## config.mk

```make
export PLATFORM = sky130hd
export DESIGN_NAME = exu_top
export DESIGN_NICKNAME = d
export VERILOG_FILES = /design/src/exu_cfg_pkg.sv /design/src/exu_op_pkg.sv /design/src/exu_operand_sel.sv /design/src/exu_alu.sv /design/src/exu_branch_retire.sv /design/src/exu_top.sv
export SDC_FILE = /design/constraint.sdc
export NUM_CORES = 1
export LEC_CHECK = 0
export ABC_CLOCK_PERIOD_IN_PS = 7800
export BUFFER_PORTS_ARGS = -buffer_cell sky130_fd_sc_hd__buf_2
export CORE_MARGIN = 4
export CORE_UTILIZATION = 51
export DETAILED_ROUTE_END_ITERATION = 8
export PLACE_DENSITY = 0.83
export SYNTH_ARGS = -nofsm -noshare
export SYNTH_HDL_FRONTEND = slang
export SYNTH_HIERARCHICAL = 1
export SYNTH_SLANG_ARGS = --single-unit
```

## constraint.sdc

```tcl
create_clock -name clk -period 7.8 [get_ports clk]
set_input_delay 2.34 -clock clk [delete_from_list [all_inputs] [get_ports clk]]
set_output_delay 2.34 -clock clk [all_outputs]
set_load 0.01 [all_outputs]
```

## src/exu_cfg_pkg.sv

```systemverilog
// Datapath and branch predictor sizes for the execute unit
// Operand, PC and branch offset widths
// Global history, BTB index and BTB tag widths
// Bypass source count and one-hot positions
`default_nettype none

package exu_cfg_pkg;

   // Datapath
   localparam int XLEN        = 32;
   localparam int PC_W        = 31;   // Halfword PC, bits 31:1
   localparam int BR_IMM_W    = 12;   // Branch offset in halfwords

   // Branch predictor
   localparam int GHR_W       = 8;
   localparam int BTB_INDEX_W = 8;
   localparam int BTB_TAG_W   = 5;

   // Bypass sources in the one-hot select
   localparam int BYP_N       = 4;
   localparam int BYP_R       = 0;    // R-stage result
   localparam int BYP_M       = 1;    // M-stage load result
   localparam int BYP_X       = 2;    // X-stage result
   localparam int BYP_NB      = 3;    // Non-blocking load data

endpackage

`default_nettype wire

```

## src/exu_op_pkg.sv

```systemverilog
// ALU and branch operation encodings
// Branch group test and branch condition helper
`default_nettype none

package exu_op_pkg;

   // Bit 4 set marks the branch group
   typedef enum logic [4:0] {
      ADD  = 5'h00,
      SUB  = 5'h01,
      AND  = 5'h02,
      OR   = 5'h03,
      XOR  = 5'h04,
      SLT  = 5'h05,
      SLTU = 5'h06,
      SLL  = 5'h07,
      SRL  = 5'h08,
      SRA  = 5'h09,
      BEQ  = 5'h10,
      BNE  = 5'h11,
      BLT  = 5'h12,
      BGE  = 5'h13,
      BLTU = 5'h14,
      BGEU = 5'h15,
      JAL  = 5'h16    // Always taken
   } alu_op_e;

   function automatic logic OP_IS_BRANCH(input alu_op_e op);
      return op >= BEQ;
   endfunction

   // Actual direction of a branch, zero for ALU operations
   function automatic logic br_cond(input alu_op_e                    op,
                                    input logic [exu_cfg_pkg::XLEN-1:0] a,
                                    input logic [exu_cfg_pkg::XLEN-1:0] b);
      case (op)
         BEQ:     return a == b;
         BNE:     return a != b;
         BLT:     return $signed(a) < $signed(b);
         BGE:     return $signed(a) >= $signed(b);
         BLTU:    return a < b;
         BGEU:    return a >= b;
         JAL:     return 1'b1;
         default: return 1'b0;
      endcase
   endfunction

endpackage

`default_nettype wire

```

## src/exu_operand_sel.sv

```systemverilog
// D-stage operand select
// OR-combined one-hot bypass data
// rs1 and rs2 priority muxes over bypass, PC, immediate and GPR
`timescale 1ns/10ps
`default_nettype none

module exu_operand_sel (
   input  logic                                  clk,
   input  logic                                  i_rst_n,
   input  logic [exu_cfg_pkg::BYP_N-1:0]         i_rs1_byp_sel_d,   // One-hot or zero
   input  logic [exu_cfg_pkg::BYP_N-1:0]         i_rs2_byp_sel_d,   // One-hot or zero
   input  logic [exu_cfg_pkg::XLEN-1:0]          i_result_r,
   input  logic [exu_cfg_pkg::XLEN-1:0]          i_lsu_result_m,
   input  logic [exu_cfg_pkg::XLEN-1:0]          i_result_x,        // Own X result fed back
   input  logic [exu_cfg_pkg::XLEN-1:0]          i_nb_load_data,
   input  logic [exu_cfg_pkg::XLEN-1:0]          i_gpr_rs1_d,
   input  logic [exu_cfg_pkg::XLEN-1:0]          i_gpr_rs2_d,
   input  logic                                  i_rs1_en_d,
   input  logic                                  i_rs2_en_d,
   input  logic [exu_cfg_pkg::XLEN-1:0]          i_imm_d,
   input  logic                                  i_use_imm_d,
   input  logic                                  i_select_pc_d,     // Jumps take PC on rs1
   input  logic [exu_cfg_pkg::PC_W:1]            i_pc_d,
   output logic [exu_cfg_pkg::XLEN-1:0]          o_rs1_d,
   output logic [exu_cfg_pkg::XLEN-1:0]          o_rs2_d
);

   function automatic logic [exu_cfg_pkg::XLEN-1:0] byp_data(
      input logic [exu_cfg_pkg::BYP_N-1:0] sel);
      return ({exu_cfg_pkg::XLEN{sel[exu_cfg_pkg::BYP_R]}}  & i_result_r)     |
             ({exu_cfg_pkg::XLEN{sel[exu_cfg_pkg::BYP_M]}}  & i_lsu_result_m) |
             ({exu_cfg_pkg::XLEN{sel[exu_cfg_pkg::BYP_X]}}  & i_result_x)     |
             ({exu_cfg_pkg::XLEN{sel[exu_cfg_pkg::BYP_NB]}} & i_nb_load_data);
   endfunction

   always_comb begin
      if (|i_rs1_byp_sel_d)   o_rs1_d = byp_data(i_rs1_byp_sel_d);
      else if (i_select_pc_d) o_rs1_d = {i_pc_d, 1'b0};
      else if (i_rs1_en_d)    o_rs1_d = i_gpr_rs1_d;
      else                    o_rs1_d = '0;                      // x0 or unused
   end

   always_comb begin
      if (|i_rs2_byp_sel_d)   o_rs2_d = byp_data(i_rs2_byp_sel_d);
      else if (i_use_imm_d)   o_rs2_d = i_imm_d;
      else if (i_rs2_en_d)    o_rs2_d = i_gpr_rs2_d;
      else                    o_rs2_d = '0;
   end

   // Decoder must never pick two bypass sources at once
   a_byp_onehot: assert property (@(posedge clk) disable iff (!i_rst_n)
      $onehot0(i_rs1_byp_sel_d) && $onehot0(i_rs2_byp_sel_d))
      else $error("bypass select not one-hot");

endmodule

`default_nettype wire

```

## src/exu_alu.sv

```systemverilog
// X stage of the execute unit
// Operand, operation, PC and prediction registers with the kill rule
// Integer ALU with the link value for branches and jumps
// Branch compare, target, mispredict and final flush select
`timescale 1ns/10ps
`default_nettype none

module exu_alu (
   input  logic                               clk,
   input  logic                               i_rst_n,
   input  logic                               i_hold,            // Freeze X and R
   input  logic                               i_valid_d,
   input  exu_op_pkg::alu_op_e                i_op_d,
   input  logic [exu_cfg_pkg::XLEN-1:0]       i_rs1_d,
   input  logic [exu_cfg_pkg::XLEN-1:0]       i_rs2_d,
   input  logic [exu_cfg_pkg::PC_W:1]         i_pc_d,
   input  logic [exu_cfg_pkg::BR_IMM_W:1]     i_br_imm_d,        // Offset in halfwords
   input  logic                               i_pred_taken_d,
   input  logic [exu_cfg_pkg::PC_W:1]         i_pred_target_d,
   input  logic                               i_flush_lower_r,   // Commit flush wins
   input  logic [exu_cfg_pkg::PC_W:1]         i_flush_path_r,
   output logic                               o_valid_x,
   output logic [exu_cfg_pkg::XLEN-1:0]       o_result_x,
   output logic [exu_cfg_pkg::PC_W:1]         o_pc_x,
   output logic                               o_branch_x,
   output logic                               o_taken_x,         // Actual direction
   output logic                               o_mp_x,            // Valid mispredict at X
   output logic                               o_flush_final,
   output logic [exu_cfg_pkg::PC_W:1]         o_flush_path
);

   localparam int SHAMT_W = $clog2(exu_cfg_pkg::XLEN);

   exu_op_pkg::alu_op_e                  op_x;
   logic [exu_cfg_pkg::XLEN-1:0]         a_x;
   logic [exu_cfg_pkg::XLEN-1:0]         b_x;
   logic [exu_cfg_pkg::BR_IMM_W:1]       br_imm_x;
   logic                                 pred_taken_x;
   logic [exu_cfg_pkg::PC_W:1]           pred_target_x;
   logic [exu_cfg_pkg::XLEN-1:0]         pc_full_x;
   logic [exu_cfg_pkg::XLEN-1:0]         pc_next_x;
   logic [exu_cfg_pkg::XLEN-1:0]         br_off_x;
   logic [exu_cfg_pkg::XLEN-1:0]         target_x;
   logic [SHAMT_W-1:0]                   shamt_x;

   always_ff @(posedge clk or negedge i_rst_n) begin
      if (!i_rst_n) begin
         o_valid_x <= 1'b0;
      end else if (!i_hold) begin
         o_valid_x <= i_valid_d & ~o_flush_final & ~i_flush_lower_r;   // Kill on any flush
      end
   end

   always_ff @(posedge clk) begin
      if (!i_hold) begin
         op_x          <= i_op_d;
         a_x           <= i_rs1_d;
         b_x           <= i_rs2_d;
         o_pc_x        <= i_pc_d;
         br_imm_x      <= i_br_imm_d;
         pred_taken_x  <= i_pred_taken_d;
         pred_target_x <= i_pred_target_d;
      end
   end

   assign pc_full_x = {o_pc_x, 1'b0};
   assign pc_next_x = pc_full_x + 4;                               // Link value
   assign shamt_x   = b_x[SHAMT_W-1:0];

   always_comb begin
      case (op_x)
         exu_op_pkg::ADD:  o_result_x = a_x + b_x;
         exu_op_pkg::SUB:  o_result_x = a_x - b_x;
         exu_op_pkg::AND:  o_result_x = a_x & b_x;
         exu_op_pkg::OR:   o_result_x = a_x | b_x;
         exu_op_pkg::XOR:  o_result_x = a_x ^ b_x;
         exu_op_pkg::SLT:  o_result_x = {{(exu_cfg_pkg::XLEN-1){1'b0}},
                                         $signed(a_x) < $signed(b_x)};
         exu_op_pkg::SLTU: o_result_x = {{(exu_cfg_pkg::XLEN-1){1'b0}}, a_x < b_x};
         exu_op_pkg::SLL:  o_result_x = a_x << shamt_x;
         exu_op_pkg::SRL:  o_result_x = a_x >> shamt_x;
         exu_op_pkg::SRA:  o_result_x = $signed(a_x) >>> shamt_x;
         default:          o_result_x = pc_next_x;                 // Branches and jumps
      endcase
   end

   // Target is PC plus twice the sign-extended offset
   assign br_off_x = {{(exu_cfg_pkg::XLEN-exu_cfg_pkg::BR_IMM_W-1){br_imm_x[exu_cfg_pkg::BR_IMM_W]}},
                      br_imm_x, 1'b0};
   assign target_x = pc_full_x + br_off_x;

   assign o_branch_x = exu_op_pkg::OP_IS_BRANCH(op_x);
   assign o_taken_x  = o_branch_x & exu_op_pkg::br_cond(op_x, a_x, b_x);

   // Wrong direction, or taken to the wrong place
   assign o_mp_x = o_valid_x & o_branch_x &
                   ((o_taken_x ^ pred_taken_x) |
                    (o_taken_x & (pred_target_x != target_x[exu_cfg_pkg::XLEN-1:1])));

   assign o_flush_final = ~i_hold & (i_flush_lower_r | o_mp_x);
   assign o_flush_path  = i_flush_lower_r ? i_flush_path_r                      :
                          o_taken_x       ? target_x[exu_cfg_pkg::XLEN-1:1]     :
                                            pc_next_x[exu_cfg_pkg::XLEN-1:1];

   // A held cycle flushes nothing
   a_hold_noflush: assert property (@(posedge clk) disable iff (!i_rst_n)
      i_hold |-> !o_flush_final)
      else $error("flush raised under hold");

endmodule

`default_nettype wire

```

## src/exu_branch_retire.sv

```systemverilog
// R stage branch retire
// Prediction index, tag and history carried from D through X
// R-stage branch report to the decoder
// Global history of actual outcomes and mispredict packet
`timescale 1ns/10ps
`default_nettype none

module exu_branch_retire (
   input  logic                                  clk,
   input  logic                                  i_rst_n,
   input  logic                                  i_hold,
   input  logic                                  i_flush_lower_r,
   input  logic                                  i_valid_x,
   input  logic                                  i_branch_x,
   input  logic                                  i_taken_x,
   input  logic                                  i_mp_x,
   input  logic [exu_cfg_pkg::BTB_INDEX_W-1:0]   i_pred_index_d,
   input  logic [exu_cfg_pkg::BTB_TAG_W-1:0]     i_pred_btag_d,
   input  logic [exu_cfg_pkg::GHR_W-1:0]         i_pred_fghr_d,
   output logic                                  o_br_valid_r,
   output logic                                  o_br_mp_r,
   output logic                                  o_br_taken_r,
   output logic [exu_cfg_pkg::BTB_INDEX_W-1:0]   o_br_index_r,
   output logic [exu_cfg_pkg::GHR_W-1:0]         o_br_fghr_r,
   output logic                                  o_mp_valid,
   output logic [exu_cfg_pkg::BTB_INDEX_W-1:0]   o_mp_index,
   output logic [exu_cfg_pkg::BTB_TAG_W-1:0]     o_mp_btag,
   output logic [exu_cfg_pkg::GHR_W-1:0]         o_mp_eghr,      // History at prediction
   output logic [exu_cfg_pkg::GHR_W-1:0]         o_mp_fghr       // History of outcomes
);

   logic [exu_cfg_pkg::BTB_INDEX_W-1:0]   index_x;
   logic [exu_cfg_pkg::BTB_TAG_W-1:0]     btag_x;
   logic [exu_cfg_pkg::GHR_W-1:0]         fghr_x;
   logic [exu_cfg_pkg::GHR_W-1:0]         ghr;
   logic                                  retire_x;

   // Valid branch leaving X for R this edge
   assign retire_x = ~i_hold & i_valid_x & i_branch_x & ~i_flush_lower_r;

   // Same edge and enable as the X registers in the ALU
   always_ff @(posedge clk) begin
      if (!i_hold) begin
         index_x <= i_pred_index_d;
         btag_x  <= i_pred_btag_d;
         fghr_x  <= i_pred_fghr_d;
      end
   end

   always_ff @(posedge clk or negedge i_rst_n) begin
      if (!i_rst_n) begin
         o_br_valid_r <= 1'b0;
         o_br_mp_r    <= 1'b0;
         ghr          <= '0;
      end else if (!i_hold) begin
         o_br_valid_r <= i_valid_x & i_branch_x & ~i_flush_lower_r;
         o_br_mp_r    <= i_valid_x & i_branch_x & i_mp_x & ~i_flush_lower_r;
         if (retire_x) begin
            ghr <= {ghr[exu_cfg_pkg::GHR_W-2:0], i_taken_x};   // Shift in actual outcome
         end
      end
   end

   always_ff @(posedge clk) begin
      if (!i_hold) begin
         o_br_taken_r <= i_taken_x;
         o_br_index_r <= index_x;
         o_br_fghr_r  <= fghr_x;
      end
   end

   // Mispredict packet is zero unless X mispredicted
   assign o_mp_valid = i_mp_x;
   assign o_mp_index = i_mp_x ? index_x : '0;
   assign o_mp_btag  = i_mp_x ? btag_x  : '0;
   assign o_mp_eghr  = i_mp_x ? fghr_x  : '0;
   assign o_mp_fghr  = ghr;

   a_mp_has_valid: assert property (@(posedge clk) disable iff (!i_rst_n)
      o_br_mp_r |-> o_br_valid_r)
      else $error("R-stage mispredict without a valid branch");

endmodule

`default_nettype wire

```

## src/exu_top.sv

```systemverilog
// Integer execute unit top level
// D-stage operand select, X-stage ALU and branch resolution
// R-stage branch retire, X result looped back to the bypass
`timescale 1ns/10ps
`default_nettype none

module exu_top (
   input  logic                                  clk,
   input  logic                                  i_rst_n,
   input  logic                                  i_hold,
   input  logic                                  i_valid_d,
   input  exu_op_pkg::alu_op_e                   i_op_d,
   input  logic [exu_cfg_pkg::PC_W:1]            i_pc_d,
   input  logic [exu_cfg_pkg::BR_IMM_W:1]        i_br_imm_d,
   input  logic [exu_cfg_pkg::XLEN-1:0]          i_gpr_rs1_d,
   input  logic [exu_cfg_pkg::XLEN-1:0]          i_gpr_rs2_d,
   input  logic                                  i_rs1_en_d,
   input  logic                                  i_rs2_en_d,
   input  logic [exu_cfg_pkg::XLEN-1:0]          i_imm_d,
   input  logic                                  i_use_imm_d,
   input  logic                                  i_select_pc_d,
   input  logic [exu_cfg_pkg::BYP_N-1:0]         i_rs1_byp_sel_d,
   input  logic [exu_cfg_pkg::BYP_N-1:0]         i_rs2_byp_sel_d,
   input  logic                                  i_pred_taken_d,
   input  logic [exu_cfg_pkg::PC_W:1]            i_pred_target_d,
   input  logic [exu_cfg_pkg::BTB_INDEX_W-1:0]   i_pred_index_d,
   input  logic [exu_cfg_pkg::BTB_TAG_W-1:0]     i_pred_btag_d,
   input  logic [exu_cfg_pkg::GHR_W-1:0]         i_pred_fghr_d,
   input  logic [exu_cfg_pkg::XLEN-1:0]          i_result_r,
   input  logic [exu_cfg_pkg::XLEN-1:0]          i_lsu_result_m,
   input  logic [exu_cfg_pkg::XLEN-1:0]          i_nb_load_data,
   input  logic                                  i_flush_lower_r,
   input  logic [exu_cfg_pkg::PC_W:1]            i_flush_path_r,
   output logic [exu_cfg_pkg::XLEN-1:0]          o_result_x,
   output logic [exu_cfg_pkg::PC_W:1]            o_pc_x,
   output logic                                  o_flush_final,
   output logic [exu_cfg_pkg::PC_W:1]            o_flush_path,
   output logic                                  o_br_valid_r,
   output logic                                  o_br_mp_r,
   output logic                                  o_br_taken_r,
   output logic [exu_cfg_pkg::BTB_INDEX_W-1:0]   o_br_index_r,
   output logic [exu_cfg_pkg::GHR_W-1:0]         o_br_fghr_r,
   output logic                                  o_mp_valid,
   output logic [exu_cfg_pkg::BTB_INDEX_W-1:0]   o_mp_index,
   output logic [exu_cfg_pkg::BTB_TAG_W-1:0]     o_mp_btag,
   output logic [exu_cfg_pkg::GHR_W-1:0]         o_mp_eghr,
   output logic [exu_cfg_pkg::GHR_W-1:0]         o_mp_fghr
);

   logic [exu_cfg_pkg::XLEN-1:0]   rs1_d;
   logic [exu_cfg_pkg::XLEN-1:0]   rs2_d;
   logic                           valid_x;
   logic                           branch_x;
   logic                           taken_x;
   logic                           mp_x;

   exu_operand_sel u_operand_sel (
      .clk             (clk),
      .i_rst_n         (i_rst_n),
      .i_rs1_byp_sel_d (i_rs1_byp_sel_d),
      .i_rs2_byp_sel_d (i_rs2_byp_sel_d),
      .i_result_r      (i_result_r),
      .i_lsu_result_m  (i_lsu_result_m),
      .i_result_x      (o_result_x),            // X-stage bypass
      .i_nb_load_data  (i_nb_load_data),
      .i_gpr_rs1_d     (i_gpr_rs1_d),
      .i_gpr_rs2_d     (i_gpr_rs2_d),
      .i_rs1_en_d      (i_rs1_en_d),
      .i_rs2_en_d      (i_rs2_en_d),
      .i_imm_d         (i_imm_d),
      .i_use_imm_d     (i_use_imm_d),
      .i_select_pc_d   (i_select_pc_d),
      .i_pc_d          (i_pc_d),
      .o_rs1_d         (rs1_d),
      .o_rs2_d         (rs2_d)
   );

   exu_alu u_alu (
      .clk             (clk),
      .i_rst_n         (i_rst_n),
      .i_hold          (i_hold),
      .i_valid_d       (i_valid_d),
      .i_op_d          (i_op_d),
      .i_rs1_d         (rs1_d),
      .i_rs2_d         (rs2_d),
      .i_pc_d          (i_pc_d),
      .i_br_imm_d      (i_br_imm_d),
      .i_pred_taken_d  (i_pred_taken_d),
      .i_pred_target_d (i_pred_target_d),
      .i_flush_lower_r (i_flush_lower_r),
      .i_flush_path_r  (i_flush_path_r),
      .o_valid_x       (valid_x),
      .o_result_x      (o_result_x),
      .o_pc_x          (o_pc_x),
      .o_branch_x      (branch_x),
      .o_taken_x       (taken_x),
      .o_mp_x          (mp_x),
      .o_flush_final   (o_flush_final),
      .o_flush_path    (o_flush_path)
   );

   exu_branch_retire u_branch_retire (
      .clk             (clk),
      .i_rst_n         (i_rst_n),
      .i_hold          (i_hold),
      .i_flush_lower_r (i_flush_lower_r),
      .i_valid_x       (valid_x),
      .i_branch_x      (branch_x),
      .i_taken_x       (taken_x),
      .i_mp_x          (mp_x),
      .i_pred_index_d  (i_pred_index_d),
      .i_pred_btag_d   (i_pred_btag_d),
      .i_pred_fghr_d   (i_pred_fghr_d),
      .o_br_valid_r    (o_br_valid_r),
      .o_br_mp_r       (o_br_mp_r),
      .o_br_taken_r    (o_br_taken_r),
      .o_br_index_r    (o_br_index_r),
      .o_br_fghr_r     (o_br_fghr_r),
      .o_mp_valid      (o_mp_valid),
      .o_mp_index      (o_mp_index),
      .o_mp_btag       (o_mp_btag),
      .o_mp_eghr       (o_mp_eghr),
      .o_mp_fghr       (o_mp_fghr)
   );

endmodule

`default_nettype wire

```

==> results.py <==
metrics = {
    "routing": {
        "wl_um": 111000,
        "route.detailed.drc": 0,
        "vias": 24300,
        "drt-wirelength-per-cell_um": 33.5,
        "first_iter_violations": 5123,
        "drtPass1Iterations": 8,
        "via_per_inst": 7.31,
        "ant_nets": 0,
    },
    "grt": {
        "grt_max_degree": 76,
        "grt_pass1_wl_um": 154000,
        "gr-usage-all-layers_pct": 47.1,
        "antenna_found_initial": 12,
        "grt_pass1_vias": 22000,
        "grt_remaining_overflow": 0,
    },
    "power": {
        "finalPower_w": 0.00458,
        "ir_worst_vdd_uv": 235,
        "power.density_mw_per_mm2": 187,
        "p_leak_nw": 10.3,
    },
    "min_path": {
        "hold_class": "reg -> reg",
        "hold_depth": 0,
        "holdPathEnd": "u_branch_retire/o_br_index_r[4]$_DFFE_PN_",
        "worstHoldStart": "u_branch_retire/index_x[4]$_DFFE_PN_",
    },
    "floorplan": {
        "core_area_mm2": 0.0409,
        "top_level_ports": 485,
        "die_h_um": 212,
        "dieArea_mm2": 0.0448,
        "die_w_um": 212,
        "num_rows": 74,
        "start_util_pct": 51.7,
    },
    "finish": {
        "drive_gt1_share_pct": 26.6,
        "final_cell_mix": "484 x buf_2, 212 x nor2_1, 182 x edfxtp_1",
        "area_delta_synth_final_pct": 15.8,
        "final_common_cell": "buf_2",
        "fin_nets": 3245,
    },
    "synth": {
        "yosys.area_share.simple_pct": 13.9,
        "synth_fp_nets": 2884,
        "yosysUniqueCellTypes": 99,
        "syn_area_per_cell_um2": 8.78,
        "synthAdderAreaFrac_pct": 7.85,
        "synthMuxAreaShare_pct": 8.55,
        "synth_warnings": 6,
        "ys_ff_latch": 193,
        "yosysSeqAreaShare_pct": 27.1,
        "synth_xor_area_share_pct": 4.43,
        "syn_inst": 2412,
        "synthArstFlopShare_pct": 5.70,
        "synth_edf_count": 182,
        "synthFlopType": "edfxtp_1",
        "synth_top_family_by_area": "compound AO/OA/AOI/OAI gates",
        "syn-cell-area_mm2": 0.0212,
        "synth_compound_area_share_pct": 32.0,
    },
    "clock_network": {
        "cts.clk_slew.worst_paths_ns": 0.09,
        "root_buffer": "clkbuf_16",
        "clk_latency_ns": 0.49,
        "cts_buffers": 17,
        "cts_tree": "done",
        "h-tree-depth": 4,
        "cts.sinks": 193,
        "cts_max_path_buffers": 2,
        "cts.hold.buffers_added": 0,
    },
    "critical_path": {
        "cp_max_fo": 9,
        "crit_path_start_kind": "flip-flop",
        "r2r-end": "u_alu/b_x[29]$_DFFE_PN_",
        "critPathCaptureType": "output port",
        "reg2reg_depth": 15,
        "r2r_slack_ns": 2.13,
        "crit_required_ns": 5.46,
        "path_class": "reg -> out",
        "r2r-start": "u_alu/a_x[3]$_DFFE_PN_",
        "cp.arrival_ns": 5.40,
    },
    "timing": {
        "setup_viol": 0,
        "fin_crit_sh_pct": 99.2,
        "setup_ws_ns": 0.0640,
        "drv_slew": 0,
        "finalHoldViolCount": 0,
        "rsz0062_at_grt": "false",
        "fin_crit_ns": 7.74,
        "slew_headroom_pct": 20.0,
        "worst_pin_slew_ns": 1.20,
        "finalSetupTns_ns": 0,
        "max_freq_ghz": 0.129,
        "finClkSkew_ns": 0.0169,
    },
    "placed_design": {
        "place_congestion": 1.09,
        "dp_hpwl_um": 89000,
        "place_worst_setup_slack_ns": 0.498,
        "port_buffers": 484,
    },
    "run": {
        "max_cap_viol_count": 0,
    },
    "run_status": {
        "status": "completed",
    },
}
synthesized netlist by cell type, drive strengths merged (6+ instances only):
library cell    n  share of area, %
nand4          21              0.62
ha            128               7.6
or4             6              0.21
o211ai         24              0.85
mux2i          48               2.3
nor2b          18              0.53
mux2           32               1.7
o22ai          23              0.68
o2111ai        11              0.46
nor2          213               3.8
a22oi         141               5.0
xnor2          54               2.2
mux4           43               4.6
edfxtp        182                26
a2111oi        16              0.69
nand3          37              0.90
nand2b         15              0.44
o21a           19              0.67
nor4           16              0.47
a221o          15              0.72
and2           31              0.92
or2            10              0.30
o221ai         12              0.53
inv           105               1.9
o311ai          8              0.41
a21oi         176               4.2
o21bai         23              0.82
a221oi         83               5.0
a211o          12              0.50
dfrtp          11               1.3
a21o           30               1.1
o21ai         153               3.6
xnor3           7              0.76
o31ai          16              0.59
and3           20              0.59
nor3           37              0.90
a32oi           6              0.25
xor2           32               1.3
a31oi          82               2.5
nand2         173               3.1
a211oi         37               1.3
or3            15              0.47
buf            50               1.5
clkbuf        148               2.8
sequential cells by signal, indices dropped and copies added (netlist names):
register,cells
u_alu/a_x,32
u_alu/b_x,32
u_alu/o_pc_x,31
u_alu/pred_target_x,31
u_alu/br_imm_x,12
u_branch_retire/fghr_x,8
u_branch_retire/index_x,8
u_branch_retire/o_br_fghr_r,8
u_branch_retire/o_br_index_r,8
u_branch_retire/o_mp_fghr,8
u_alu/op_x,5
u_branch_retire/btag_x,5
u_alu/o_valid_x,1
u_alu/pred_taken_x,1
u_branch_retire/o_br_mp_r,1
u_branch_retire/o_br_taken_r,1
u_branch_retire/o_br_valid_r,1
kinds of logic after synthesis:
family	count (synthesis)
and+or+nand+nor	630
adders and majority gates	131
buffers and inverters	304
xor gates and xnor gates	94
AOI/OAI and AO/OA	937
DFF	193
muxes	123
worst max-delay path: stages, from the launching register on:
cell and delay, ns:
edfxtp_1 0.60, inv_1 0.15, ha_1 0.48, nor2b_1 0.10, o21ai_0 0.30, a31oi_1 0.21
a221o_1 0.55, o2111ai_1 0.27, o2111ai_1 0.39, a221oi_1 0.79, o221ai_1 0.19, a221oi_1 0.44
a21oi_1 0.08, buf_4 0.21, buf_2 0.15
final cells by class:
cell class | count | area, um^2
clock buffer | 17 | 425
multi-input combinational | 1915 | 14200
tap | 532 | 666
timing repair buffer | 540 | 2860
antenna | 8 | 20.0
sequential | 193 | 5740
fill | 3653 | 16400
clock inverter | 15 | 240
inverter | 106 | 402
through the flow:
| step | std cells | utilization, % | cell area, um^2 | hold slack (ns) |
|---|---|---|---|---|
| after global routing | 3323 | 59.9 | 24500 | 0.463 |
| after CTS | 3314 | 59.7 | 24400 | 0.462 |
| after detailed placement | 3282 | 58.1 | 23800 | 0.440 |
| after global placement | 3282 | 58.1 | 23800 | 0.455 |
| after floorplan | 2412 | - | 21200 | 0.418 |
| final | 3326 | 59.9 | 24500 | 0.465 |
what timing repair did:
action,4_1_cts,5_1_grt
cloned,0,0
endpoints found under the setup margin,20,22
buffers inserted,0,4
gates resized for setup,1,2
worst max path at each step:
stage,cells after the start,end,from
after floorplan,3,o_flush_final,i_hold
after global placement,13,o_mp_btag[0],u_alu/br_imm_x[12]$_DFFE_PN_
after detailed placement,14,o_mp_index[2],u_alu/br_imm_x[12]$_DFFE_PN_
after CTS,14,o_mp_index[2],u_alu/br_imm_x[12]$_DFFE_PN_
after global routing,14,o_result_x[29],u_alu/a_x[3]$_DFFE_PN_
final,14,o_result_x[29],u_alu/a_x[3]$_DFFE_PN_
metal layers:
layer / track usage, % / wire length (um) / share of wire, % / vias up
met2: 63.4 / 44300 / 40 / 2288
met3: 19.0 / 17900 / 16 / 447
met1: 63.1 / 40700 / 36 / 11500
met5: 6.25 / 290 / 0.26 / -
met4: 27.2 / 8320 / 7.5 / 14
li1: - / - / - / 10100
power by group:
| group | internal (W) | switching (W) | leakage [nW] |
|---|---|---|---|
| Sequential | 0.00124 | 0.000139 | 1.91 |
| Clock | 0.000466 | 0.000556 | 0.324 |
| Combinational | 0.000764 | 0.00141 | 8.06 |
No activity file was read; power rests on OpenSTA's default activity.
